**src/lsu_pkg.sv**
```systemverilog
// LSU shared types
`default_nettype none

package lsu_pkg;

  //////////////////////////////////////////////////
  // Sizing
  //////////////////////////////////////////////////

  // Outstanding bus transactions allowed by default
  parameter int unsigned LSU_DEPTH = 2;

  //////////////////////////////////////////////////
  // Word-level types
  //////////////////////////////////////////////////

  typedef logic [31:0] word_t;      // Data and address word
  typedef logic [3:0]  be_t;        // One enable per byte lane
  typedef logic [1:0]  byte_off_t;  // Byte position inside a word

  //////////////////////////////////////////////////
  // Access encodings
  //////////////////////////////////////////////////

  // Access size as decoded in EX
  // Code 3 is not listed and decodes as a byte access
  typedef enum logic [1:0] {
    DT_WORD = 2'b00,  // 32 bit
    DT_HALF = 2'b01,  // 16 bit
    DT_BYTE = 2'b10   // 8 bit
  } data_type_e;

  // Fill of the upper bits on halfword and byte loads
  // Code 3 is not listed and fills like EXT_SIGN
  typedef enum logic [1:0] {
    EXT_ZERO = 2'b00,  // Unsigned load
    EXT_SIGN = 2'b01,  // Copy of the top loaded bit
    EXT_ONES = 2'b10   // All ones above the loaded part
  } sign_ext_e;

endpackage

`default_nettype wire

```
**src/lsu_request_gen.sv**
```systemverilog
// LSU request generation
`timescale 1ns/1ns
`default_nettype none

module lsu_request_gen (
  input  lsu_pkg::word_t     operand_a_i,        // Base register
  input  lsu_pkg::word_t     operand_b_i,        // Offset operand
  input  logic               addr_useincr_i,     // Add B to A when set
  input  lsu_pkg::data_type_e data_type_i,       // Access size
  input  lsu_pkg::word_t     data_wdata_i,       // Store data as read from the RF
  input  lsu_pkg::byte_off_t data_reg_offset_i,  // Lane of the store data inside the register
  input  logic               data_req_i,         // EX wants a bus access
  input  logic               data_misaligned_i,  // Second half of a split access
  output lsu_pkg::word_t     trans_addr_o,
  output lsu_pkg::be_t       trans_be_o,
  output lsu_pkg::word_t     trans_wdata_o,
  output lsu_pkg::byte_off_t addr_offset_o,      // Raw offset, kept in WB for alignment
  output logic               misaligned_o        // Needs a second access
);

  import lsu_pkg::*;

  word_t       addr_int;     // Effective address before word alignment
  byte_off_t   addr_off;
  byte_off_t   wdata_rot;    // Byte lanes to move the store data up by
  logic [63:0] wdata_dbl;    // Two copies for the rotate

  //////////////////////////////////////////////////
  // Address
  //////////////////////////////////////////////////

  assign addr_int = addr_useincr_i ? (operand_a_i + operand_b_i) : operand_a_i;
  assign addr_off = addr_int[1:0];

  assign addr_offset_o = addr_off;

  // Second half always starts at lane 0 of the next word
  assign trans_addr_o = data_misaligned_i ? {addr_int[31:2], 2'b00} : addr_int;

  //////////////////////////////////////////////////
  // Byte enables
  //////////////////////////////////////////////////

  always_comb begin
    trans_be_o = 4'b0001;  // Byte, and the tail of a split halfword
    case (data_type_i)
      DT_WORD: begin
        if (data_misaligned_i) begin
          trans_be_o = ~(4'b1111 << addr_off);  // Lanes left over from the first half
        end else begin
          trans_be_o = 4'b1111 << addr_off;     // Upper lanes from the offset
        end
      end
      DT_HALF: begin
        // Offset 3 keeps only lane 3 here, lane 0 goes out in the second half
        if (!data_misaligned_i) begin
          trans_be_o = 4'b0011 << addr_off;
        end
      end
      default: trans_be_o = 4'b0001 << addr_off;  // Byte, code 3 included
    endcase
  end

  //////////////////////////////////////////////////
  // Store data
  //////////////////////////////////////////////////

  // Move the register lane onto the addressed lane, wraps mod 4
  assign wdata_rot = addr_off - data_reg_offset_i;

  // Upper half of the doubled word is the rotated word
  assign wdata_dbl     = {data_wdata_i, data_wdata_i} << {wdata_rot, 3'b000};
  assign trans_wdata_o = wdata_dbl[63:32];

  //////////////////////////////////////////////////
  // Misalignment
  //////////////////////////////////////////////////

  // Only a first half can be split, the second half is always aligned
  always_comb begin
    misaligned_o = 1'b0;
    if (data_req_i && !data_misaligned_i) begin
      if (data_type_i == DT_WORD) begin
        misaligned_o = (addr_off != 2'b00);  // Any offset crosses the word
      end else if (data_type_i == DT_HALF) begin
        misaligned_o = (addr_off == 2'b11);  // Only the last lane crosses
      end
    end
  end

endmodule

`default_nettype wire

```
**src/lsu_read_align.sv**
```systemverilog
// LSU load data alignment
`timescale 1ns/1ns
`default_nettype none

module lsu_read_align (
  input  logic                clk,
  input  logic                rst_n,
  input  logic                ctrl_update_i,         // EX access moves to WB
  input  lsu_pkg::data_type_e data_type_i,
  input  lsu_pkg::sign_ext_e  data_sign_ext_i,
  input  lsu_pkg::byte_off_t  addr_offset_i,
  input  logic                data_we_i,
  input  logic                data_misaligned_ex_i,  // EX is on a second half
  input  logic                misaligned_i,          // EX is on a split first half
  input  logic                resp_valid_i,
  input  lsu_pkg::word_t      resp_rdata_i,
  output lsu_pkg::word_t      data_rdata_o           // To the register file
);

  import lsu_pkg::*;

  // WB-stage copy of the access attributes
  data_type_e  data_type_q;
  sign_ext_e   sign_ext_q;
  byte_off_t   rdata_offset_q;
  logic        data_we_q;
  logic        seen_update_q;  // First access has reached WB

  word_t       rdata_q;        // Partial word or last result
  word_t       rdata_shift;    // Response with the offset lane at bit 0
  logic [63:0] rdata_joined;   // Response above the saved first half
  logic [15:0] half_raw;
  logic [7:0]  byte_raw;
  logic        fill_h;         // Upper bit fill for halfwords
  logic        fill_b;         // Upper bit fill for bytes
  word_t       rdata_ext;

  always_ff @(posedge clk or negedge rst_n) begin
    if (!rst_n) begin
      data_type_q    <= DT_WORD;
      sign_ext_q     <= EXT_ZERO;
      rdata_offset_q <= '0;
      data_we_q      <= 1'b0;
      seen_update_q  <= 1'b0;
    end else if (ctrl_update_i) begin
      data_type_q    <= data_type_i;
      sign_ext_q     <= data_sign_ext_i;
      rdata_offset_q <= addr_offset_i;
      data_we_q      <= data_we_i;
      seen_update_q  <= 1'b1;
    end
  end

  //////////////////////////////////////////////////
  // Lane selection and extension
  //////////////////////////////////////////////////

  assign rdata_shift  = resp_rdata_i >> {rdata_offset_q, 3'b000};
  assign rdata_joined = {resp_rdata_i, rdata_q} >> {rdata_offset_q, 3'b000};

  // Offset 3 halfword straddles the saved word and the response
  assign half_raw = (rdata_offset_q == 2'b11) ? rdata_joined[15:0] : rdata_shift[15:0];
  assign byte_raw = rdata_shift[7:0];

  always_comb begin
    case (sign_ext_q)
      EXT_ZERO: begin
        fill_h = 1'b0;
        fill_b = 1'b0;
      end
      EXT_ONES: begin
        fill_h = 1'b1;
        fill_b = 1'b1;
      end
      default: begin  // Sign, code 3 included
        fill_h = half_raw[15];
        fill_b = byte_raw[7];
      end
    endcase
  end

  always_comb begin
    case (data_type_q)
      DT_WORD: begin
        // Nonzero offset only on the second half of a split word
        rdata_ext = (rdata_offset_q == 2'b00) ? resp_rdata_i : rdata_joined[31:0];
      end
      DT_HALF: rdata_ext = {{16{fill_h}}, half_raw};
      default: rdata_ext = {{24{fill_b}}, byte_raw};  // Byte, code 3 included
    endcase
  end

  //////////////////////////////////////////////////
  // Result register
  //////////////////////////////////////////////////

  always_ff @(posedge clk) begin
    if (resp_valid_i && !data_we_q) begin
      if (data_misaligned_ex_i || misaligned_i) begin
        rdata_q <= resp_rdata_i;  // First half, raw for assembly
      end else begin
        rdata_q <= rdata_ext;
      end
    end
  end

  assign data_rdata_o = resp_valid_i ? rdata_ext : rdata_q;  // Live on rvalid

  // A response needs WB attributes from an earlier handover
  a_resp_after_update : assert property (@(posedge clk) disable iff (!rst_n)
    resp_valid_i |-> seen_update_q);

endmodule

`default_nettype wire

```
**src/lsu_outstanding_ctrl.sv**
```systemverilog
// LSU outstanding transaction control
`timescale 1ns/1ns
`default_nettype none

module lsu_outstanding_ctrl #(
  parameter int unsigned DEPTH = lsu_pkg::LSU_DEPTH  // Max in-flight transactions
) (
  input  logic           clk,
  input  logic           rst_n,
  input  logic           data_req_i,      // Request from EX
  input  logic           data_we_i,
  input  lsu_pkg::word_t trans_addr_i,
  input  lsu_pkg::word_t trans_wdata_i,
  input  lsu_pkg::be_t   trans_be_i,
  input  logic           data_gnt_i,
  input  logic           data_rvalid_i,
  output logic           data_req_o,
  output lsu_pkg::word_t data_addr_o,
  output logic           data_we_o,
  output lsu_pkg::be_t   data_be_o,
  output lsu_pkg::word_t data_wdata_o,
  output logic           ctrl_update_o,   // Access moves from EX to WB
  output logic           lsu_ready_ex_o,
  output logic           lsu_ready_wb_o,
  output logic           busy_o
);

  import lsu_pkg::*;

  localparam int unsigned CNT_W = $clog2(DEPTH + 1);

  logic [CNT_W-1:0] cnt_q;     // Accepted but unanswered
  logic [CNT_W-1:0] cnt_d;
  logic             trans_valid;
  logic             count_up;
  logic             count_down;

  //////////////////////////////////////////////////
  // Bus request
  //////////////////////////////////////////////////

  // No issue once DEPTH are in flight, no path from rvalid
  assign trans_valid = data_req_i && (cnt_q < DEPTH);

  assign data_req_o   = trans_valid;
  assign data_addr_o  = trans_addr_i;   // EX holds these until handover
  assign data_we_o    = data_we_i;
  assign data_be_o    = trans_be_i;
  assign data_wdata_o = trans_wdata_i;

  assign count_up   = trans_valid && data_gnt_i;  // Address phase done
  assign count_down = data_rvalid_i;              // Response phase done

  //////////////////////////////////////////////////
  // Ready and busy
  //////////////////////////////////////////////////

  // WB free when empty, else frees on the awaited response
  assign lsu_ready_wb_o = (cnt_q == '0) ? 1'b1 : data_rvalid_i;

  // EX and WB advance in lock step once WB is occupied
  always_comb begin
    if (!data_req_i) begin
      lsu_ready_ex_o = 1'b1;
    end else if (cnt_q == '0) begin
      lsu_ready_ex_o = count_up;
    end else if (cnt_q == CNT_W'(1)) begin
      lsu_ready_ex_o = count_up && data_rvalid_i;
    end else begin
      lsu_ready_ex_o = data_rvalid_i;  // Already accepted, wait for WB
    end
  end

  assign ctrl_update_o = lsu_ready_ex_o && data_req_i;
  assign busy_o        = (cnt_q != '0) || trans_valid;

  //////////////////////////////////////////////////
  // Counter
  //////////////////////////////////////////////////

  always_comb begin
    cnt_d = cnt_q;
    if (count_up && !count_down) cnt_d = cnt_q + 1'b1;
    if (!count_up && count_down) cnt_d = cnt_q - 1'b1;
  end

  always_ff @(posedge clk or negedge rst_n) begin
    if (!rst_n) begin
      cnt_q <= '0;
    end else begin
      cnt_q <= cnt_d;
    end
  end

  // Limit holds across issue and response traffic
  a_cnt_bound : assert property (@(posedge clk) disable iff (!rst_n) cnt_q <= DEPTH);

  // Memory must not answer what was never accepted
  a_no_spurious_rvalid : assert property (@(posedge clk) disable iff (!rst_n)
    data_rvalid_i |-> (cnt_q != '0));

  // EX keeps the access stable until the grant arrives
  a_addr_phase_stable : assert property (@(posedge clk) disable iff (!rst_n)
    (data_req_o && !data_gnt_i) |=> (data_req_o && $stable(data_addr_o) &&
      $stable(data_we_o) && $stable(data_be_o) && $stable(data_wdata_o)));

endmodule

`default_nettype wire

```
**src/lsu_top.sv**
```systemverilog
// LSU top level
`timescale 1ns/1ns
`default_nettype none

module lsu_top #(
  parameter int unsigned DEPTH = lsu_pkg::LSU_DEPTH  // Max in-flight transactions
) (
  input  logic                clk,
  input  logic                rst_n,

  // Data bus
  output logic                data_req_o,
  input  logic                data_gnt_i,
  input  logic                data_rvalid_i,
  output lsu_pkg::word_t      data_addr_o,
  output logic                data_we_o,
  output lsu_pkg::be_t        data_be_o,
  output lsu_pkg::word_t      data_wdata_o,
  input  lsu_pkg::word_t      data_rdata_i,

  // EX stage
  input  logic                data_we_ex_i,
  input  lsu_pkg::data_type_e data_type_ex_i,
  input  lsu_pkg::word_t      data_wdata_ex_i,
  input  lsu_pkg::byte_off_t  data_reg_offset_ex_i,
  input  lsu_pkg::sign_ext_e  data_sign_ext_ex_i,
  output lsu_pkg::word_t      data_rdata_ex_o,       // Load result
  input  logic                data_req_ex_i,
  input  lsu_pkg::word_t      operand_a_ex_i,
  input  lsu_pkg::word_t      operand_b_ex_i,
  input  logic                addr_useincr_ex_i,     // A + B, else A alone
  input  logic                data_misaligned_ex_i,  // Second half in EX
  output logic                data_misaligned_o,     // Split access found
  output logic                lsu_ready_ex_o,
  output logic                lsu_ready_wb_o,
  output logic                busy_o
);

  lsu_pkg::word_t     trans_addr;
  lsu_pkg::be_t       trans_be;
  lsu_pkg::word_t     trans_wdata;
  lsu_pkg::byte_off_t addr_offset;
  logic               ctrl_update;  // EX to WB handover

  lsu_request_gen u_request_gen (
    .operand_a_i      (operand_a_ex_i),
    .operand_b_i      (operand_b_ex_i),
    .addr_useincr_i   (addr_useincr_ex_i),
    .data_type_i      (data_type_ex_i),
    .data_wdata_i     (data_wdata_ex_i),
    .data_reg_offset_i(data_reg_offset_ex_i),
    .data_req_i       (data_req_ex_i),
    .data_misaligned_i(data_misaligned_ex_i),
    .trans_addr_o     (trans_addr),
    .trans_be_o       (trans_be),
    .trans_wdata_o    (trans_wdata),
    .addr_offset_o    (addr_offset),
    .misaligned_o     (data_misaligned_o)
  );

  lsu_outstanding_ctrl #(
    .DEPTH(DEPTH)
  ) u_outstanding_ctrl (
    .clk           (clk),
    .rst_n         (rst_n),
    .data_req_i    (data_req_ex_i),
    .data_we_i     (data_we_ex_i),
    .trans_addr_i  (trans_addr),
    .trans_wdata_i (trans_wdata),
    .trans_be_i    (trans_be),
    .data_gnt_i    (data_gnt_i),
    .data_rvalid_i (data_rvalid_i),
    .data_req_o    (data_req_o),
    .data_addr_o   (data_addr_o),
    .data_we_o     (data_we_o),
    .data_be_o     (data_be_o),
    .data_wdata_o  (data_wdata_o),
    .ctrl_update_o (ctrl_update),
    .lsu_ready_ex_o(lsu_ready_ex_o),
    .lsu_ready_wb_o(lsu_ready_wb_o),
    .busy_o        (busy_o)
  );

  lsu_read_align u_read_align (
    .clk                 (clk),
    .rst_n               (rst_n),
    .ctrl_update_i       (ctrl_update),
    .data_type_i         (data_type_ex_i),
    .data_sign_ext_i     (data_sign_ext_ex_i),
    .addr_offset_i       (addr_offset),
    .data_we_i           (data_we_ex_i),
    .data_misaligned_ex_i(data_misaligned_ex_i),
    .misaligned_i        (data_misaligned_o),
    .resp_valid_i        (data_rvalid_i),
    .resp_rdata_i        (data_rdata_i),
    .data_rdata_o        (data_rdata_ex_o)
  );

endmodule

`default_nettype wire

```
**config.mk**
```make
export PLATFORM = sky130hd
export DESIGN_NAME = lsu_top
export DESIGN_NICKNAME = d
export VERILOG_FILES = /design/src/lsu_pkg.sv /design/src/lsu_request_gen.sv /design/src/lsu_read_align.sv /design/src/lsu_outstanding_ctrl.sv /design/src/lsu_top.sv
export SDC_FILE = /design/constraint.sdc
export NUM_CORES = 1
export LEC_CHECK = 0
export BUFFER_PORTS_ARGS = -buffer_cell sky130_fd_sc_hd__buf_2
export CAP_MARGIN = 20
export CORE_MARGIN = 3
export CORE_UTILIZATION = 52
export CTS_CLUSTER_DIAMETER = 200
export DETAILED_ROUTE_END_ITERATION = 6
export PLACE_DENSITY = 0.84
export SYNTH_ARGS = -nofsm -noshare
export SYNTH_HDL_FRONTEND = slang
export SYNTH_SLANG_ARGS = --single-unit
```
**constraint.sdc**
```tcl
create_clock -name clk -period 3.06 [get_ports clk]
set_input_delay 0.153 -clock clk [delete_from_list [all_inputs] [get_ports clk]]
set_output_delay 0.153 -clock clk [all_outputs]
set_load 0.05 [all_outputs]
```
==> results of run 1 <==
[area by class of cell]
cell class | count | area, um2
antenna | 1 | 2.502
clock buffer | 6 | 128.9
clock inverter | 2 | 10.01
fill | 1041 | 3990
inverter | 22 | 82.58
multi-input combinational | 659 | 5303
sequential | 41 | 1187
tap | 168 | 210.2
timing repair buffer | 266 | 1398
[per-layer routing]
metal  GRT usage  vias up
met3     0.03346       44
met2      0.4996      376
met4     0.07802        0
met5           0        -
li1            -     3380
met1      0.3456     3315
[cell usage in the layout, fill, tap and decap left out, types with 3 or more instances in the layout]
| cell | count |
|---|---|
| a211oi_1 | 4 |
| a21o_1 | 9 |
| a21oi_1 | 125 |
| a21oi_2 | 6 |
| a221oi_1 | 14 |
| a31oi_1 | 4 |
| and2_1 | 4 |
| and3_1 | 13 |
| buf_2 | 247 |
| buf_4 | 16 |
| clkbuf_16 | 5 |
| dfrtp_1 | 8 |
| edfxtp_1 | 32 |
| ha_1 | 43 |
| inv_1 | 22 |
| mux2_2 | 35 |
| mux2i_1 | 63 |
| mux2i_2 | 15 |
| mux4_2 | 29 |
| nand2_1 | 45 |
| nand2b_1 | 3 |
| nand3_1 | 11 |
| nand4_1 | 4 |
| nor2_1 | 87 |
| nor2b_1 | 7 |
| nor3_1 | 6 |
| o211ai_1 | 4 |
| o21a_1 | 13 |
| o21ai_0 | 19 |
| o21bai_1 | 5 |
| or2_2 | 6 |
| or3_1 | 3 |
| xnor2_1 | 22 |
| xor2_1 | 3 |
[state kept, by name, indices dropped and copies added, names as in the netlist]
signal	cells
u_read_align.data_we_q	1
u_outstanding_ctrl.cnt_q	2
u_read_align.rdata_offset_q	2
u_read_align.sign_ext_q	2
u_read_align.rdata_q	32
u_read_align.data_type_q	2
[stage by stage]
| step | power [W] | setup slack, ns | cell area, um2 | util |
|---|---|---|---|---|
| floorplan | 0.005185 | 0.03290 | 6788 | - |
| global placement | 0.006272 | 0.3007 | 8167 | 0.6633 |
| detailed placement | 0.006366 | 0.2227 | 8167 | 0.6633 |
| CTS | 0.006919 | 0.1430 | 8315 | 0.6754 |
| global route | 0.007346 | 0.03797 | 8319 | 0.6757 |
| finish | 0.006950 | 0.1722 | 8322 | 0.6759 |
[power by group through the flow]
stage	clock network, W	registers [W]	logic (W)
after detailed placement	0	0.00106	0.00531
after floorplan	0	0.000955	0.00423
after global routing	0.000549	0.00107	0.00572
final	0.000525	0.00106	0.00537
after CTS	0.000527	0.00105	0.00535
after global placement	0	0.00104	0.00523
[final timing paths]
kind,from,endpoint,slack [ns],depth (start not counted)
max,u_read_align.rdata_offset_q[0]$_DFFE_PN0P_,data_rdata_ex_o[2],0.17,9
min,data_sign_ext_ex_i[0],u_read_align.sign_ext_q[0]$_DFFE_PN0P_,0.1,2
max reg2reg,u_read_align.rdata_offset_q[0]$_DFFE_PN0P_,u_read_align.rdata_q[2]$_DFFE_PP_,0.55,8
min reg2reg,u_outstanding_ctrl.cnt_q[1]$_DFFE_PN0P_,u_outstanding_ctrl.cnt_q[1]$_DFFE_PN0P_,0.50,2
max in group asynchronous,rst_n,u_read_align.rdata_offset_q[1]$_DFFE_PN0P_,2.63,2
min in group asynchronous,rst_n,u_read_align.data_we_q$_DFFE_PN0P_,0.24,2
[cells by family after synthesis]
group / share of synthesized area
xor gates and xnor gates: 0.03629
muxes: 0.2758
buffers and inverters: 0.04652
AOI/OAI and AO/OA: 0.2358
DFF: 0.1764
adders and majority gates: 0.08485
and+or+nand+nor: 0.1444
[repair_timing]
item                                   in CTS  in global routing
setup endpoints to repair                   0                  3
endpoints found under the hold margin       9                  0
gates resized for setup                     0                  1
hold buffers                                1                  0
[worst max-delay path, cell delays in order, from the launching register on]
cell and delay (ns):
dfrtp_1 0.44, buf_4 0.22, inv_1 0.29, nor2_1 0.09, buf_4 0.20, a221oi_1 0.34
a21oi_1 0.10, a221oi_1 0.39, a21oi_1 0.12, buf_2 0.24
==> impl_metrics.tcl, run 1 <==
set metrics [dict create \
    status "finished clean" \
    async_reset_ff_frac 0.2195 \
    wl_met2_mm 10.50 \
    via_count 7115 \
    pwr-share-comb 0.773 \
    syn-instance-count 774 \
    antenna_found_initial 0 \
    ys_seq_elements 41 \
    detail_route.wl_per_cell_um 17.64 \
    dr.pass1.iters 5 \
    initial_core_util 0.5461 \
    synth_common_cells "a21oi_1 (125), nor2_1 (87), mux2i_1 (78)" \
    drt_wl_total_mm 20.56 \
    met1_length_mm 8.025 \
    cts.sinks 41 \
    yosysSeqAreaShare 0.1764 \
    period_share 0.9437 \
    viasPerCell 6.107 \
    slew-limit-headroom 0.3145 \
    hpwl_mm 15.84 \
    synth_nets 961 \
    critical_path_required_ns 2.91 \
    synth_area_leaders "edfxtp_1 (14%), mux2i_1 (12%), mux4_2 (9.7%)" \
    p_leak_nw 3.754 \
    netlist_area_um2 6724 \
    grt_pass1_wl_mm 33.09 \
    grt-ovfl-total 0 \
    grt_pass1_vias 6857 \
    row_count 40 \
    arrival_ns 2.73 \
    power.switching_w 0.003949 \
    top_layer "met4" \
    cts_buffers 5 \
    post-place-cells 1155 \
    die_y_um 119.7 \
    switching_share 0.5682 \
    io_pins 248 \
    h-tree-depth 2 \
    portBuffers 247 \
    synth_ff_type "edfxtp_1" \
    worstSkewPairLatency_ns 0.29 \
    cts_tree "yes" \
    skew_ns 0.003352 \
    tightest_slew_ns 1.028 \
    area_growth_pct 23.76 \
    fin_cells 1165 \
    clk_pin_slew_worst_paths_ns 0.06 \
    dr_wl_met3_mm 1.593 \
    grt_usage 0.2760 \
    fin_nets 1182 \
    synth_edf_count 32 \
    clkPwrFrac 0.076 \
    postCtsSetupBuffers 0 \
    tns_ns 0 \
    drv_cap 0 \
    p_seq_frac 0.152 \
    core_area_um2 12310 \
    antenna_left 0 \
    syn_avg_cell_area_um2 8.687 \
    hold_viol 0 \
    fmax_mhz 346.3 \
    clockBufferDepth 2 \
    min_period_ns 2.888 \
    hold_ws_ns 0.09727 \
    rsz0062_at_grt "false" \
    die-area_um2 14330 \
    drt_iter0_drc 868 \
    crit_path_end_kind "output pin" \
    dieWidth_um 119.7 \
    synth_most_common_cell "a21oi_1" \
    synth_area_leader_cell "edfxtp_1" \
    yosys_warnings 0 \
    worstSetupStartpointType "flop" \
    holdCritPathClass "input port to flop" \
    synth.distinct_cells 78 \
    ir_drop_mv 0.4813 \
    clock-root-buffer "clkbuf_16" \
    grt_max_degree 64 \
    drc_errors 0 \
    critPathKind "flop to output pin" \
    p_per_area_nw_per_um2 835.1 \
    place.gp.congestion 0.9230 \
    crit_fanout 14 \
    internal-power_w 0.003001 \
    finalMaxSlewViolations 0 \
    synth_top_area_share 0.1429 \
    drive_gt1_frac 0.3976 \
    finalSetupViolCount 0 \
]
(Power assumes the default switching activity.)
==> inputs of run 2 (changes only) <==
--- a/config.mk
+++ b/config.mk
@@ -12,6 +12,8 @@
 export CTS_CLUSTER_DIAMETER = 200
 export DETAILED_ROUTE_END_ITERATION = 6
 export PLACE_DENSITY = 0.84
+export REMOVE_ABC_BUFFERS = 1
+export SETUP_SLACK_MARGIN = 0.15
 export SYNTH_ARGS = -nofsm -noshare
 export SYNTH_HDL_FRONTEND = slang
 export SYNTH_SLANG_ARGS = --single-unit
==> run 2 against run 1 <==
Clock skew is 0.00098 ns higher. Sequential share of layout area barely moved. Design area about the same. Worst hold slack improved by 0.0072 ns. Global-route usage rose by 0.18 points. First-iteration DRC count shrank 32%. Sequential power hardly changed.
==> impl_metrics.tcl, run 2 (same netlist as run 1, synthesis figures left out) <==
set metrics [dict create \
    status "finished clean" \
    antenna_left 0 \
    p_per_area_nw_per_um2 830.0 \
    grt_usage 0.2778 \
    worstSkewPairLatency_ns 0.29 \
    grt_most_used_layer "met2" \
    met2_usage 0.5155 \
    dr.pass1.iters 5 \
    crit_chain "buf_2, ha_2, inv_1, fa_2, nor2b_2, o211ai_2, a21oi_2, a2111oi_2, a211o_1, a31o_1, xnor2_1, mux2_2, buf_2" \
    antenna_found_initial 3 \
    holdCritPathClass "input port to flop" \
    hold_viol 0 \
    fin_nets 1184 \
    grt-ovfl-total 0 \
    cts.sinks 41 \
    final_cell_area_um2 8323 \
    fmax_mhz 361.3 \
    drive_gt1_frac 0.3888 \
    drt_wl_total_mm 20.89 \
    die_y_um 119.7 \
    ir_drop_mv 0.5781 \
    cts_tree "yes" \
    dieWidth_um 119.7 \
    hpwl_mm 16.48 \
    drc_errors 0 \
    fill_cells 1052 \
    whs_endpoint "u_read_align.sign_ext_q[1]$_DFFE_PN0P_" \
    critPathKind "input port to output pin" \
    ff2ff_path_depth 7 \
    grt_max_degree 49 \
    area_growth_pct 23.78 \
    drv_cap 0 \
    io_pins 248 \
    h-tree-depth 2 \
    hold_start "data_sign_ext_ex_i[1]" \
    cts_buffers 5 \
    met1_usage 0.3375 \
    clk_pin_slew_worst_paths_ns 0.07 \
    whs_path_depth 2 \
    crit_fanout 4 \
    fin_ws_ns 0.2922 \
    reg2reg_to "u_read_align.rdata_q[9]$_DFFE_PP_" \
    tns_ns 0 \
    initial_core_util 0.5461 \
    tightest_slew_ns 0.7912 \
    place_area_um2 8134 \
    viasPerCell 6.138 \
    place_ws_ns 0.1768 \
    p_leak_nw 3.799 \
    cp_common_cell "buf_2" \
    critical_path_required_ns 2.91 \
    place.gp.congestion 0.9515 \
    worstSetupStartpointType "input port" \
    finalSetupViolCount 0 \
    arrival_ns 2.61 \
    finalMaxSlewViolations 0 \
    portBuffers 247 \
    registers.top_by_ff_count "u_read_align.rdata_q" \
    core_area_um2 12310 \
    clockBufferDepth 2 \
    grt_pass1_vias 6824 \
    slew-limit-headroom 0.4706 \
    detail_route.wl_per_cell_um 17.89 \
    rsz0062_at_grt "true" \
    mostFrequentLayoutCells "buf_2 (245), a21oi_1 (125), nor2_1 (86)" \
    reg2reg_from "u_read_align.rdata_offset_q[1]$_DFFE_PN0P_" \
    largest_reg_flops 32 \
    drt_iter0_drc 586 \
    die-area_um2 14330 \
    total_power_w 0.006908 \
    r2r_setup_slack_ns 0.85 \
    timing.critical_path.slowest_cell_delay_ns 0.36 \
    period_share 0.9045 \
    row_count 40 \
    slowest_stage "fa_2" \
    final_common_cell "buf_2" \
    crit_path_end_kind "output pin" \
    met3_usage 0.03016 \
    clock-root-buffer "clkbuf_16" \
    skew_ns 0.004330 \
    fin_cells 1168 \
    grt_pass1_wl_mm 33.05 \
    min_period_ns 2.768 \
    via_count 7169 \
    post-place-cells 1156 \
]
run 2: cell types whose count changed in the layout (fill, tap and decap cells not counted), sizes merged:
cell | before | now
buf | 265 | 267
clkbuf | 6 | 5
clkinv | 2 | 1
diode | 1 | 2
inv | 22 | 24
run 2: final cells by class:
type,count,area (um2),area share
clock buffers,5,125.1,0.01503
inverters,22,82.58,0.009922
clock inverters,3,23.77,0.002856
multi-input cells,659,5249,0.6306
well taps,168,210.2,0.02526
diodes,2,5.005,0.0006013
flip-flops and latches,41,1189,0.1428
repair buffers,268,1439,0.1729
run 2: power by group:
part	internal (W)	switching (W)	total [W]
registers	0.000853	0.000198	0.00105
logic	0.00183	0.00348	0.00531
clock network	0.000307	0.000238	0.000545
run 2: layer usage:
metal	routed length [um]	vias to the layer above
li1	-	3385
met1	7997	3346
met2	10720	388
met3	1593	48
met4	570	2
met5	13	-
run 2: worst max-delay path by stage:
stage / start / to / slack [ns] / cells past startpoint
2_1_floorplan: u_read_align.rdata_offset_q[1]$_DFFE_PN0P_ / data_rdata_ex_o[16] / -0.71 / 6
3_3_place_gp: operand_a_ex_i[0] / data_addr_o[18] / 0.23 / 13
3_5_place_dp: operand_a_ex_i[0] / data_addr_o[16] / 0.18 / 13
4_1_cts: operand_a_ex_i[0] / data_addr_o[16] / 0.17 / 13
5_1_grt: operand_a_ex_i[0] / data_addr_o[18] / 0.14 / 13
6_report: operand_a_ex_i[0] / data_addr_o[16] / 0.29 / 13
run 2: metrics by stage:
step / hold slack (ns) / util
2_1_floorplan: -0.1426 / -
5_1_grt: 0.1124 / 0.6760
4_1_cts: 0.1033 / 0.6736
3_3_place_gp: 0.009796 / 0.6607
6_report: 0.1045 / 0.6760
3_5_place_dp: 0.01065 / 0.6607
run 2: critical path: cells and delay by family:
family	cells	cell delay (ns)
buf+inv	3	0.37
fa+ha+maj	2	0.57
compound gates	5	0.97
mux	1	0.26
xor+xnor	1	0.12
simple gates	1	0.15
run 2: what timing repair did:
action	in CTS	in global routing
hold buffers	1	0
gates resized for setup	0	9
setup endpoints to repair	0	7
hold endpoints to repair	9	0
buffers inserted	0	1
